[src/rtl/l15_proto_pkg.sv]
/*
 * L1.5 protocol definitions
 * widths, request/return type codes, size codes and the
 * return packet as seen on the L1.5 side of the adapter.
 * the L1.5 is big endian, so the byte swap helper lives here too
 */

package l15_proto_pkg;

  //////////////////////////////////////////////////
  // widths
  //////////////////////////////////////////////////

  // physical address
  localparam int unsigned l15_addr_w     = 40;
  // one bus word
  localparam int unsigned l15_word_w     = 64;
  // transaction id, carried in the thread id field
  localparam int unsigned l15_tid_w      = 2;
  // data words in one return packet
  localparam int unsigned l15_rtrn_words = 4;

  //////////////////////////////////////////////////
  // encodings
  //////////////////////////////////////////////////

  // request types towards the L1.5
  typedef enum logic [4:0] {
    l15_load_rq  = 5'b00000,
    l15_store_rq = 5'b00001,
    l15_imiss_rq = 5'b10000
  } l15_rqtype_e;

  // return types, every other code is unsupported
  typedef enum logic [3:0] {
    l15_load_ret  = 4'b0000,
    l15_ifill_ret = 4'b0001,
    l15_st_ack    = 4'b0100
  } l15_rettype_e;

  // transfer size
  typedef enum logic [2:0] {
    l15_size_byte   = 3'd0,
    l15_size_half   = 3'd1,
    l15_size_word   = 3'd2,
    l15_size_double = 3'd3,
    // full cache line fill
    l15_size_line   = 3'd7
  } l15_size_e;

  // return packet, word 0 in the low bits
  typedef struct packed {
    l15_rettype_e                               rettype;
    logic [l15_tid_w-1:0]                       tid;
    logic [l15_rtrn_words-1:0][l15_word_w-1:0]  data;
  } l15_rtrn_t;

  // byte k of a word moves to byte 7-k
  function automatic logic [l15_word_w-1:0] swap_bytes(input logic [l15_word_w-1:0] w);
    logic [l15_word_w-1:0] r;
    for (int k = 0; k < l15_word_w / 8; k++) begin
      r[8*k +: 8] = w[8*(l15_word_w/8 - 1 - k) +: 8];
    end
    return r;
  endfunction

endpackage

[src/rtl/l1_cache_pkg.sv]
/*
 * L1 cache side definitions
 * request structs of the instruction and data cache, their
 * request/return type codes, return widths and queue depths
 */

package l1_cache_pkg;

  //////////////////////////////////////////////////
  // depths and widths
  //////////////////////////////////////////////////

  // per cache request queue
  localparam int unsigned req_fifo_depth  = 2;
  // return packet buffer
  localparam int unsigned rtrn_fifo_depth = 2;
  // instruction fill, four bus words
  localparam int unsigned icache_line_w   = 256;
  // data return, two bus words
  localparam int unsigned dcache_rtrn_w   = 128;

  //////////////////////////////////////////////////
  // encodings and request payloads
  //////////////////////////////////////////////////

  // data cache request type
  typedef enum logic {
    dcache_load_req  = 1'b0,
    dcache_store_req = 1'b1
  } dcache_rtype_e;

  // data cache return type
  typedef enum logic {
    dcache_load_ack  = 1'b0,
    dcache_store_ack = 1'b1
  } dcache_rtrn_e;

  // instruction fill request
  typedef struct packed {
    logic [l15_proto_pkg::l15_addr_w-1:0] paddr;
    // nc fills are 4 bytes only
    logic                                 nc;
    logic [l15_proto_pkg::l15_tid_w-1:0]  tid;
  } icache_req_t;

  // data load/store request, data in little endian
  typedef struct packed {
    dcache_rtype_e                        rtype;
    logic [l15_proto_pkg::l15_addr_w-1:0] paddr;
    l15_proto_pkg::l15_size_e             size;
    logic                                 nc;
    logic [l15_proto_pkg::l15_tid_w-1:0]  tid;
    logic [l15_proto_pkg::l15_word_w-1:0] data;
  } dcache_req_t;

endpackage

[src/rtl/pkt_fifo.sv]
/*
 * packet FIFO
 * small circular buffer with a type parameter for the payload.
 * data pushed at an edge shows at the head in the next cycle.
 * push while full and pop while empty are dropped
 */

`timescale 1ns/1ps

module pkt_fifo #(
  parameter type         payload_t = l15_proto_pkg::l15_rtrn_t,
  parameter int unsigned depth     = l1_cache_pkg::rtrn_fifo_depth
) (
  input  logic     clk_i,
  input  logic     rst_n_i,
  input  logic     push_i,
  input  payload_t data_i,
  input  logic     pop_i,
  output payload_t data_o,
  output logic     full_o,
  output logic     empty_o
);

  // pointer and occupancy widths
  localparam int unsigned ptr_w = (depth > 1) ? $clog2(depth) : 1;
  localparam int unsigned cnt_w = $clog2(depth + 1);

  payload_t          mem_q [depth];
  logic [ptr_w-1:0]  rd_ptr_q;
  logic [ptr_w-1:0]  wr_ptr_q;
  logic [cnt_w-1:0]  cnt_q;
  logic              do_push;
  logic              do_pop;

  // wrap at depth, depth need not be a power of two
  function automatic logic [ptr_w-1:0] ptr_next(input logic [ptr_w-1:0] p);
    if (p == ptr_w'(depth - 1)) begin
      return '0;
    end
    return p + 1'b1;
  endfunction

  assign full_o  = (cnt_q == cnt_w'(depth));
  assign empty_o = (cnt_q == '0);

  // qualified handshakes
  assign do_push = push_i & ~full_o;
  assign do_pop  = pop_i & ~empty_o;

  // head of the queue
  assign data_o = mem_q[rd_ptr_q];

  always_ff @(posedge clk_i or negedge rst_n_i) begin
    if (!rst_n_i) begin
      rd_ptr_q <= '0;
      wr_ptr_q <= '0;
      cnt_q    <= '0;
    end else begin
      if (do_push) begin
        wr_ptr_q <= ptr_next(wr_ptr_q);
      end
      if (do_pop) begin
        rd_ptr_q <= ptr_next(rd_ptr_q);
      end
      // occupancy only moves on a lone push or pop
      case ({do_push, do_pop})
        2'b10:   cnt_q <= cnt_q + 1'b1;
        2'b01:   cnt_q <= cnt_q - 1'b1;
        default: cnt_q <= cnt_q;
      endcase
    end
  end

  // storage
  always_ff @(posedge clk_i) begin
    if (do_push) begin
      mem_q[wr_ptr_q] <= data_i;
    end
  end

endmodule

[src/rtl/l15_req_arbiter.sv]
/*
 * L1.5 request arbiter
 * round-robin between the instruction and data cache queues,
 * grant locked from first valid until the L1.5 ack.
 * encodes request type and size, byte-swaps store data
 */

`timescale 1ns/1ps

module l15_req_arbiter (
  input  logic                                 clk_i,
  input  logic                                 rst_n_i,
  // instruction cache queue head
  input  logic                                 ic_valid_i,
  input  l1_cache_pkg::icache_req_t            ic_req_i,
  output logic                                 ic_pop_o,
  // data cache queue head
  input  logic                                 dc_valid_i,
  input  l1_cache_pkg::dcache_req_t            dc_req_i,
  output logic                                 dc_pop_o,
  // L1.5 request channel
  input  logic                                 l15_ack_i,
  output logic                                 l15_val_o,
  output l15_proto_pkg::l15_rqtype_e           l15_rqtype_o,
  output logic                                 l15_nc_o,
  output l15_proto_pkg::l15_size_e             l15_size_o,
  output logic [l15_proto_pkg::l15_tid_w-1:0]  l15_tid_o,
  output logic [l15_proto_pkg::l15_addr_w-1:0] l15_addr_o,
  output logic [l15_proto_pkg::l15_word_w-1:0] l15_data_o
);

  import l15_proto_pkg::*;
  import l1_cache_pkg::*;

  // source index, 0 = icache, 1 = dcache
  logic sel;
  // preferred source when both are waiting
  logic rr_q;
  // grant held until ack
  logic lock_q;
  logic lock_src_q;

  //////////////////////////////////////////////////
  // grant
  //////////////////////////////////////////////////

  always_comb begin
    if (lock_q) begin
      sel = lock_src_q;
    end else if (ic_valid_i && dc_valid_i) begin
      sel = rr_q;
    end else begin
      // single requester or idle
      sel = dc_valid_i;
    end
  end

  assign l15_val_o = ic_valid_i | dc_valid_i;

  // the granted queue pops on ack
  assign ic_pop_o = l15_val_o & l15_ack_i & ~sel;
  assign dc_pop_o = l15_val_o & l15_ack_i & sel;

  always_ff @(posedge clk_i or negedge rst_n_i) begin
    if (!rst_n_i) begin
      rr_q       <= 1'b0;
      lock_q     <= 1'b0;
      lock_src_q <= 1'b0;
    end else if (l15_val_o && l15_ack_i) begin
      // release and hand priority to the other side
      lock_q <= 1'b0;
      rr_q   <= ~sel;
    end else if (l15_val_o) begin
      // waiting for ack, freeze the grant
      lock_q     <= 1'b1;
      lock_src_q <= sel;
    end
  end

  //////////////////////////////////////////////////
  // field mux and encoding
  //////////////////////////////////////////////////

  always_comb begin
    l15_rqtype_o = l15_imiss_rq;
    l15_nc_o     = ic_req_i.nc;
    // icache fills are a full line, or 4 bytes when nc
    l15_size_o   = ic_req_i.nc ? l15_size_word : l15_size_line;
    l15_tid_o    = ic_req_i.tid;
    l15_addr_o   = ic_req_i.paddr;
    l15_data_o   = '0;
    if (sel) begin
      case (dc_req_i.rtype)
        dcache_store_req: l15_rqtype_o = l15_store_rq;
        dcache_load_req:  l15_rqtype_o = l15_load_rq;
        default:          l15_rqtype_o = l15_load_rq;
      endcase
      l15_nc_o   = dc_req_i.nc;
      l15_size_o = dc_req_i.size;
      l15_tid_o  = dc_req_i.tid;
      l15_addr_o = dc_req_i.paddr;
      // L1.5 is big endian
      l15_data_o = swap_bytes(dc_req_i.data);
    end
  end

endmodule

[src/rtl/l15_rtrn_decoder.sv]
/*
 * L1.5 return decoder
 * steers the buffered return packet to the instruction or data
 * cache and swaps each returned word back to little endian.
 * unsupported return types raise no valid
 */

`timescale 1ns/1ps

module l15_rtrn_decoder (
  input  logic                                    valid_i,
  input  l15_proto_pkg::l15_rtrn_t                pkt_i,
  // instruction cache return
  output logic                                    ic_vld_o,
  output logic [l15_proto_pkg::l15_tid_w-1:0]     ic_tid_o,
  output logic [l1_cache_pkg::icache_line_w-1:0]  ic_data_o,
  // data cache return
  output logic                                    dc_vld_o,
  output l1_cache_pkg::dcache_rtrn_e              dc_type_o,
  output logic [l15_proto_pkg::l15_tid_w-1:0]     dc_tid_o,
  output logic [l1_cache_pkg::dcache_rtrn_w-1:0]  dc_data_o
);

  import l15_proto_pkg::*;
  import l1_cache_pkg::*;

  //////////////////////////////////////////////////
  // type decode
  //////////////////////////////////////////////////

  always_comb begin
    ic_vld_o  = 1'b0;
    dc_vld_o  = 1'b0;
    dc_type_o = dcache_load_ack;
    if (valid_i) begin
      case (pkt_i.rettype)
        l15_load_ret: begin
          dc_vld_o  = 1'b1;
          dc_type_o = dcache_load_ack;
        end
        l15_st_ack: begin
          dc_vld_o  = 1'b1;
          dc_type_o = dcache_store_ack;
        end
        l15_ifill_ret: begin
          ic_vld_o = 1'b1;
        end
        // anything else is dropped here
        default: begin
          ic_vld_o = 1'b0;
          dc_vld_o = 1'b0;
        end
      endcase
    end
  end

  //////////////////////////////////////////////////
  // payload
  //////////////////////////////////////////////////

  // tid goes back unchanged to both sides
  assign ic_tid_o = pkt_i.tid;
  assign dc_tid_o = pkt_i.tid;

  // data cache gets words 1:0, word 0 low
  assign dc_data_o = {swap_bytes(pkt_i.data[1]), swap_bytes(pkt_i.data[0])};

  // full line for the instruction cache
  always_comb begin
    for (int w = 0; w < l15_rtrn_words; w++) begin
      ic_data_o[w*l15_word_w +: l15_word_w] = swap_bytes(pkt_i.data[w]);
    end
  end

endmodule

[src/rtl/l15_adapter.sv]
/*
 * L1 to L1.5 adapter
 * queues instruction and data cache requests, arbitrates them
 * onto the L1.5 request channel, buffers L1.5 returns and
 * routes them back to the caches, which take them at once
 */

`timescale 1ns/1ps

module l15_adapter (
  input  logic                                      clk_i,
  input  logic                                      rst_n_i,
  // instruction cache requests
  input  logic                                      icache_req_i,
  output logic                                      icache_ack_o,
  input  logic [l15_proto_pkg::l15_addr_w-1:0]      icache_paddr_i,
  input  logic                                      icache_nc_i,
  input  logic [l15_proto_pkg::l15_tid_w-1:0]       icache_tid_i,
  // data cache requests
  input  logic                                      dcache_req_i,
  output logic                                      dcache_ack_o,
  input  l1_cache_pkg::dcache_rtype_e               dcache_rtype_i,
  input  logic [l15_proto_pkg::l15_addr_w-1:0]      dcache_paddr_i,
  input  l15_proto_pkg::l15_size_e                  dcache_size_i,
  input  logic                                      dcache_nc_i,
  input  logic [l15_proto_pkg::l15_tid_w-1:0]       dcache_tid_i,
  input  logic [l15_proto_pkg::l15_word_w-1:0]      dcache_data_i,
  // instruction cache returns
  output logic                                      icache_rtrn_vld_o,
  output logic [l15_proto_pkg::l15_tid_w-1:0]       icache_rtrn_tid_o,
  output logic [l1_cache_pkg::icache_line_w-1:0]    icache_rtrn_data_o,
  // data cache returns
  output logic                                      dcache_rtrn_vld_o,
  output l1_cache_pkg::dcache_rtrn_e                dcache_rtrn_type_o,
  output logic [l15_proto_pkg::l15_tid_w-1:0]       dcache_rtrn_tid_o,
  output logic [l1_cache_pkg::dcache_rtrn_w-1:0]    dcache_rtrn_data_o,
  // L1.5 requests
  output logic                                      l15_val_o,
  output l15_proto_pkg::l15_rqtype_e                l15_rqtype_o,
  output logic                                      l15_nc_o,
  output l15_proto_pkg::l15_size_e                  l15_size_o,
  output logic [l15_proto_pkg::l15_tid_w-1:0]       l15_tid_o,
  output logic [l15_proto_pkg::l15_addr_w-1:0]      l15_addr_o,
  output logic [l15_proto_pkg::l15_word_w-1:0]      l15_data_o,
  input  logic                                      l15_ack_i,
  // L1.5 returns, word 0 low
  input  logic                                      l15_rtrn_val_i,
  input  l15_proto_pkg::l15_rettype_e               l15_rtrn_type_i,
  input  logic [l15_proto_pkg::l15_tid_w-1:0]       l15_rtrn_tid_i,
  input  logic [l15_proto_pkg::l15_rtrn_words*l15_proto_pkg::l15_word_w-1:0] l15_rtrn_data_i,
  output logic                                      l15_req_ack_o
);

  import l15_proto_pkg::*;
  import l1_cache_pkg::*;

  // request queues
  icache_req_t ic_in;
  icache_req_t ic_head;
  logic        ic_full;
  logic        ic_empty;
  logic        ic_pop;
  dcache_req_t dc_in;
  dcache_req_t dc_head;
  logic        dc_full;
  logic        dc_empty;
  logic        dc_pop;

  // return buffer
  l15_rtrn_t   rtrn_in;
  l15_rtrn_t   rtrn_head;
  logic        rtrn_full;
  logic        rtrn_empty;

  //////////////////////////////////////////////////
  // request path
  //////////////////////////////////////////////////

  // ack as soon as the queue has room
  assign icache_ack_o = icache_req_i & ~ic_full;
  assign dcache_ack_o = dcache_req_i & ~dc_full;

  assign ic_in = '{paddr: icache_paddr_i, nc: icache_nc_i, tid: icache_tid_i};

  assign dc_in = '{
    rtype: dcache_rtype_i,
    paddr: dcache_paddr_i,
    size:  dcache_size_i,
    nc:    dcache_nc_i,
    tid:   dcache_tid_i,
    data:  dcache_data_i
  };

  pkt_fifo #(
    .payload_t (icache_req_t),
    .depth     (req_fifo_depth)
  ) i_ic_fifo (
    .clk_i   (clk_i),
    .rst_n_i (rst_n_i),
    .push_i  (icache_ack_o),
    .data_i  (ic_in),
    .pop_i   (ic_pop),
    .data_o  (ic_head),
    .full_o  (ic_full),
    .empty_o (ic_empty)
  );

  pkt_fifo #(
    .payload_t (dcache_req_t),
    .depth     (req_fifo_depth)
  ) i_dc_fifo (
    .clk_i   (clk_i),
    .rst_n_i (rst_n_i),
    .push_i  (dcache_ack_o),
    .data_i  (dc_in),
    .pop_i   (dc_pop),
    .data_o  (dc_head),
    .full_o  (dc_full),
    .empty_o (dc_empty)
  );

  l15_req_arbiter i_req_arbiter (
    .clk_i        (clk_i),
    .rst_n_i      (rst_n_i),
    .ic_valid_i   (~ic_empty),
    .ic_req_i     (ic_head),
    .ic_pop_o     (ic_pop),
    .dc_valid_i   (~dc_empty),
    .dc_req_i     (dc_head),
    .dc_pop_o     (dc_pop),
    .l15_ack_i    (l15_ack_i),
    .l15_val_o    (l15_val_o),
    .l15_rqtype_o (l15_rqtype_o),
    .l15_nc_o     (l15_nc_o),
    .l15_size_o   (l15_size_o),
    .l15_tid_o    (l15_tid_o),
    .l15_addr_o   (l15_addr_o),
    .l15_data_o   (l15_data_o)
  );

  //////////////////////////////////////////////////
  // return path
  //////////////////////////////////////////////////

  // take the packet if the buffer has room
  assign l15_req_ack_o = l15_rtrn_val_i & ~rtrn_full;

  assign rtrn_in = '{rettype: l15_rtrn_type_i, tid: l15_rtrn_tid_i, data: l15_rtrn_data_i};

  // head drains every cycle, the caches cannot stall
  pkt_fifo #(
    .payload_t (l15_rtrn_t),
    .depth     (rtrn_fifo_depth)
  ) i_rtrn_fifo (
    .clk_i   (clk_i),
    .rst_n_i (rst_n_i),
    .push_i  (l15_req_ack_o),
    .data_i  (rtrn_in),
    .pop_i   (~rtrn_empty),
    .data_o  (rtrn_head),
    .full_o  (rtrn_full),
    .empty_o (rtrn_empty)
  );

  l15_rtrn_decoder i_rtrn_decoder (
    .valid_i   (~rtrn_empty),
    .pkt_i     (rtrn_head),
    .ic_vld_o  (icache_rtrn_vld_o),
    .ic_tid_o  (icache_rtrn_tid_o),
    .ic_data_o (icache_rtrn_data_o),
    .dc_vld_o  (dcache_rtrn_vld_o),
    .dc_type_o (dcache_rtrn_type_o),
    .dc_tid_o  (dcache_rtrn_tid_o),
    .dc_data_o (dcache_rtrn_data_o)
  );

endmodule

[config.mk]
export PLATFORM = sky130hd
export DESIGN_NAME = l15_adapter
export DESIGN_NICKNAME = d
export VERILOG_FILES = /design/src/rtl/l15_proto_pkg.sv /design/src/rtl/l1_cache_pkg.sv /design/src/rtl/pkt_fifo.sv /design/src/rtl/l15_req_arbiter.sv /design/src/rtl/l15_rtrn_decoder.sv /design/src/rtl/l15_adapter.sv
export SDC_FILE = /design/constraint.sdc
export NUM_CORES = 1
export LEC_CHECK = 0
export BUFFER_PORTS_ARGS = -buffer_cell sky130_fd_sc_hd__buf_2
export CAP_MARGIN = 20
export CELL_PAD_IN_SITES_DETAIL_PLACEMENT = 0
export CELL_PAD_IN_SITES_GLOBAL_PLACEMENT = 1
export CORE_AREA = 2 2 384 348
export CTS_BUF_LIST = sky130_fd_sc_hd__clkbuf_16
export DETAILED_ROUTE_END_ITERATION = 7
export DIE_AREA = 0 0 386 350
export GPL_ROUTABILITY_DRIVEN = 0
export PLACE_DENSITY = 0.49
export SETUP_SLACK_MARGIN = 0.1
export SYNTH_ARGS = -nofsm -noshare
export SYNTH_HDL_FRONTEND = slang
export SYNTH_SLANG_ARGS = --single-unit
[constraint.sdc]
create_clock -name clk_i -period 17.3 [get_ports clk_i]
set_input_delay 3.46 -clock clk_i [delete_from_list [all_inputs] [get_ports clk_i]]
set_output_delay 3.46 -clock clk_i [all_outputs]
set_load 0.01 [all_outputs]
==> results.json <==
{
  "grt_pass1_wl_um": 134000,
  "syn_inst": 1677,
  "synth-main-ff-cell": "edfxtp_1",
  "grt_setup_unrepaired": "no",
  "dr.pass1.iters": 4,
  "synth_common_cells": "edfxtp_1, mux2_2, buf_4, mux2i_1, nor2_1",
  "synth_compound_area_share_pct": 2.76,
  "outcome": "complete, no violations",
  "synth_adder_area_share_pct": 0.115,
  "rrSetupSlack_ns": 12.88,
  "first_global_vias": 18600,
  "p_per_area_nw_per_um2": 180,
  "grt-ovfl-total": 0,
  "setup_ws_ns": 9.58,
  "synthMuxAreaShare_pct": 12.4,
  "cts_root_buf": "clkbuf_16",
  "fill_cells": 12900,
  "cts_repair_resize_count": 0,
  "cp-end-kind": "primary output",
  "async_reset_ff_share_pct": 1.77,
  "cts-htree-levels": 3,
  "worst_setup_path_start_kind": "primary input",
  "drt_iter0_markers": 981,
  "drc": 0,
  "via_per_inst": 4.12,
  "io_pins": 932,
  "synth_seq_cells": 847,
  "ys_types": 38,
  "hp-start": "i_req_arbiter.rr_q$_DFFE_PN0N_",
  "cts.clk_slew.worst_paths_ns": 0.06,
  "min_path_type": "reg -> reg",
  "yosys.area.top_type_share_pct": 76.5,
  "dr_wl_met2_um": 50200,
  "antenna_found_initial": 58,
  "p_leak_uw": 0.0155,
  "crit_required_ns": 13.84,
  "die_area_um2": 135000,
  "tns_ns": 0,
  "area_delta_synth_final_pct": 26.1,
  "period_needed_ns": 7.72,
  "vias": 17900,
  "die_x_um": 386,
  "place_ws_ns": 9.54,
  "synth_top_family_by_area": "multiplexers",
  "postCtsSetupBuffers": 0,
  "wl_um": 98600,
  "nNetsFinal": 2949,
  "yosysWarnings": 0,
  "synth_top_area_cell": "edfxtp_1",
  "synth_edf_count": 832,
  "wirelength_met1_um": 38500,
  "r2r_start": "i_rtrn_fifo.cnt_q[1]$_DFFE_PN0P_",
  "synth-simple-area-share_pct": 2.21,
  "ctsHoldBuffers": 0,
  "cp-startpoint": "dcache_req_i",
  "clock.fmax_mhz": 130,
  "fin_worst_skew_ns": 0.0279,
  "cts_tree": "done",
  "ant_nets": 0,
  "synthesis.area_um2": 32600,
  "wl_met3_um": 7110,
  "rows": 126,
  "worstSetupPathType": "in -> out",
  "core-area_um2": 131000,
  "highest-signal-layer": "met5",
  "cts_buffers": 94,
  "yosys.cell_count.top_type": "edfxtp_1",
  "cp_max_fo": 4,
  "vdd_drop_max_v": 0.0000871,
  "synth_area_per_cell_um2": 19.5,
  "die-height_um": 350,
  "finalSetupViolations": 0,
  "worstMarginPinSlew_ns": 1.14,
  "yosys-top-cells-area": "edfxtp_1, mux2_2, mux2i_1",
  "wl_per_cell_um": 22.7,
  "io_buffers": 928,
  "grt_max_degree": 140,
  "synthXorXnorAreaFrac_pct": 0.402,
  "clock-sinks": 847,
  "final-hold-violation-count": 0,
  "worstPathArrival_ns": 4.26,
  "dpl.hpwl_um": 71600,
  "clk_latency_ns": 0.69,
  "drv_slew": 0,
  "maxSlewHeadroom_pct": 24.0,
  "cap_violations": 0,
  "drive_gt1_share_pct": 54.8,
  "period_share_pct": 44.6,
  "hold_ws_ns": 0.512,
  "ys_seq_area_share_pct": 77.7,
  "grt_usage_pct": 13.9,
  "cts_buffer_depth": 3,
  "start_util_pct": 25.0
}
==> area by class of cell <==
type	instances	area, um2	share of cell area, %
sequential	847	25400	61.6
multi-input combinational	622	5890	14.3
timing repair buffer	950	4850	11.8
clock buffer	96	2400	5.84
tap	1728	2160	5.25
clock inverter	69	418	1.02
inverter	9	38.8	0.0942
antenna	14	35.0	0.0851
==> final timing paths <==
check,end,cells past startpoint
setup / recovery,dcache_ack_o,4
min in group asynchronous,i_dc_fifo.wr_ptr_q$_DFFE_PN0N_,1
setup reg to reg,i_rtrn_fifo.mem_q[0][132]$_DFFE_PP_,7
hold / removal,i_req_arbiter.rr_q$_DFFE_PN0N_,1
max in group asynchronous,i_rtrn_fifo.rd_ptr_q$_DFFE_PN0N_,1
hold reg to reg,i_req_arbiter.rr_q$_DFFE_PN0N_,1
==> routing by layer <==
| layer | up-vias | global-route usage [%] |
|---|---|---|
| met5 | - | 0 |
| li1 | 8037 | - |
| met4 | 36 | 4.01 |
| met2 | 625 | 24.1 |
| met3 | 197 | 4.82 |
| met1 | 8978 | 16.2 |
==> critical path: stages <==
cell and delay [ns]:
buf_2 0.14, o21ai_0 0.31, inv_1 0.15, buf_2 0.20
==> stage by stage <==
step	power, uW	util [%]	area, um2	std cells
2_1_floorplan	4820	-	32700	1679
6_report	7430	31.5	41200	4335
5_1_grt	7820	31.5	41200	4331
3_5_place_dp	5710	29.3	38300	4154
3_3_place_gp	5690	29.3	38300	4154
4_1_cts	7580	31.4	41100	4319
==> cell families after synthesis <==
group / count (synthesis)
other: 1
muxes: 373
xor gates and xnor gates: 15
buffers and inverters: 210
AOI/OAI and AO/OA: 97
DFF: 847
adders and majority gates: 3
and+or+nand+nor: 131
==> registers in the layout (all words and copies together), names as in the netlist, 2 cells and up <==
register,flops
i_rtrn_fifo.cnt_q,2
i_ic_fifo.mem_q,86
i_rtrn_fifo.mem_q,524
i_ic_fifo.cnt_q,2
i_dc_fifo.cnt_q,2
i_dc_fifo.mem_q,222
==> layout by cell type, fill, tap and decap left out, types with 14 or more instances in the layout <==
master     synthesis  final
buf_2             12    928
edfxtp_1         832    832
mux2_2           259    259
mux2i_1          114    114
clkbuf_16          0     96
nor2_1            56     53
nor2b_1           42     42
a211oi_2          39     39
inv_1              8     30
a21oi_1           24     24
clkinv_1           0     21
a21oi_2           20     20
buf_4            134     19
clkinv_2           0     15
diode_2            0     14
==> where the power goes <==
group	internal [uW]	leakage [uW]	switching, uW
sequential	2810	0.00790	144
combinational	989	0.00608	1650
clock	1030	0.00147	800
No activity file was read; power rests on OpenSTA's default activity.
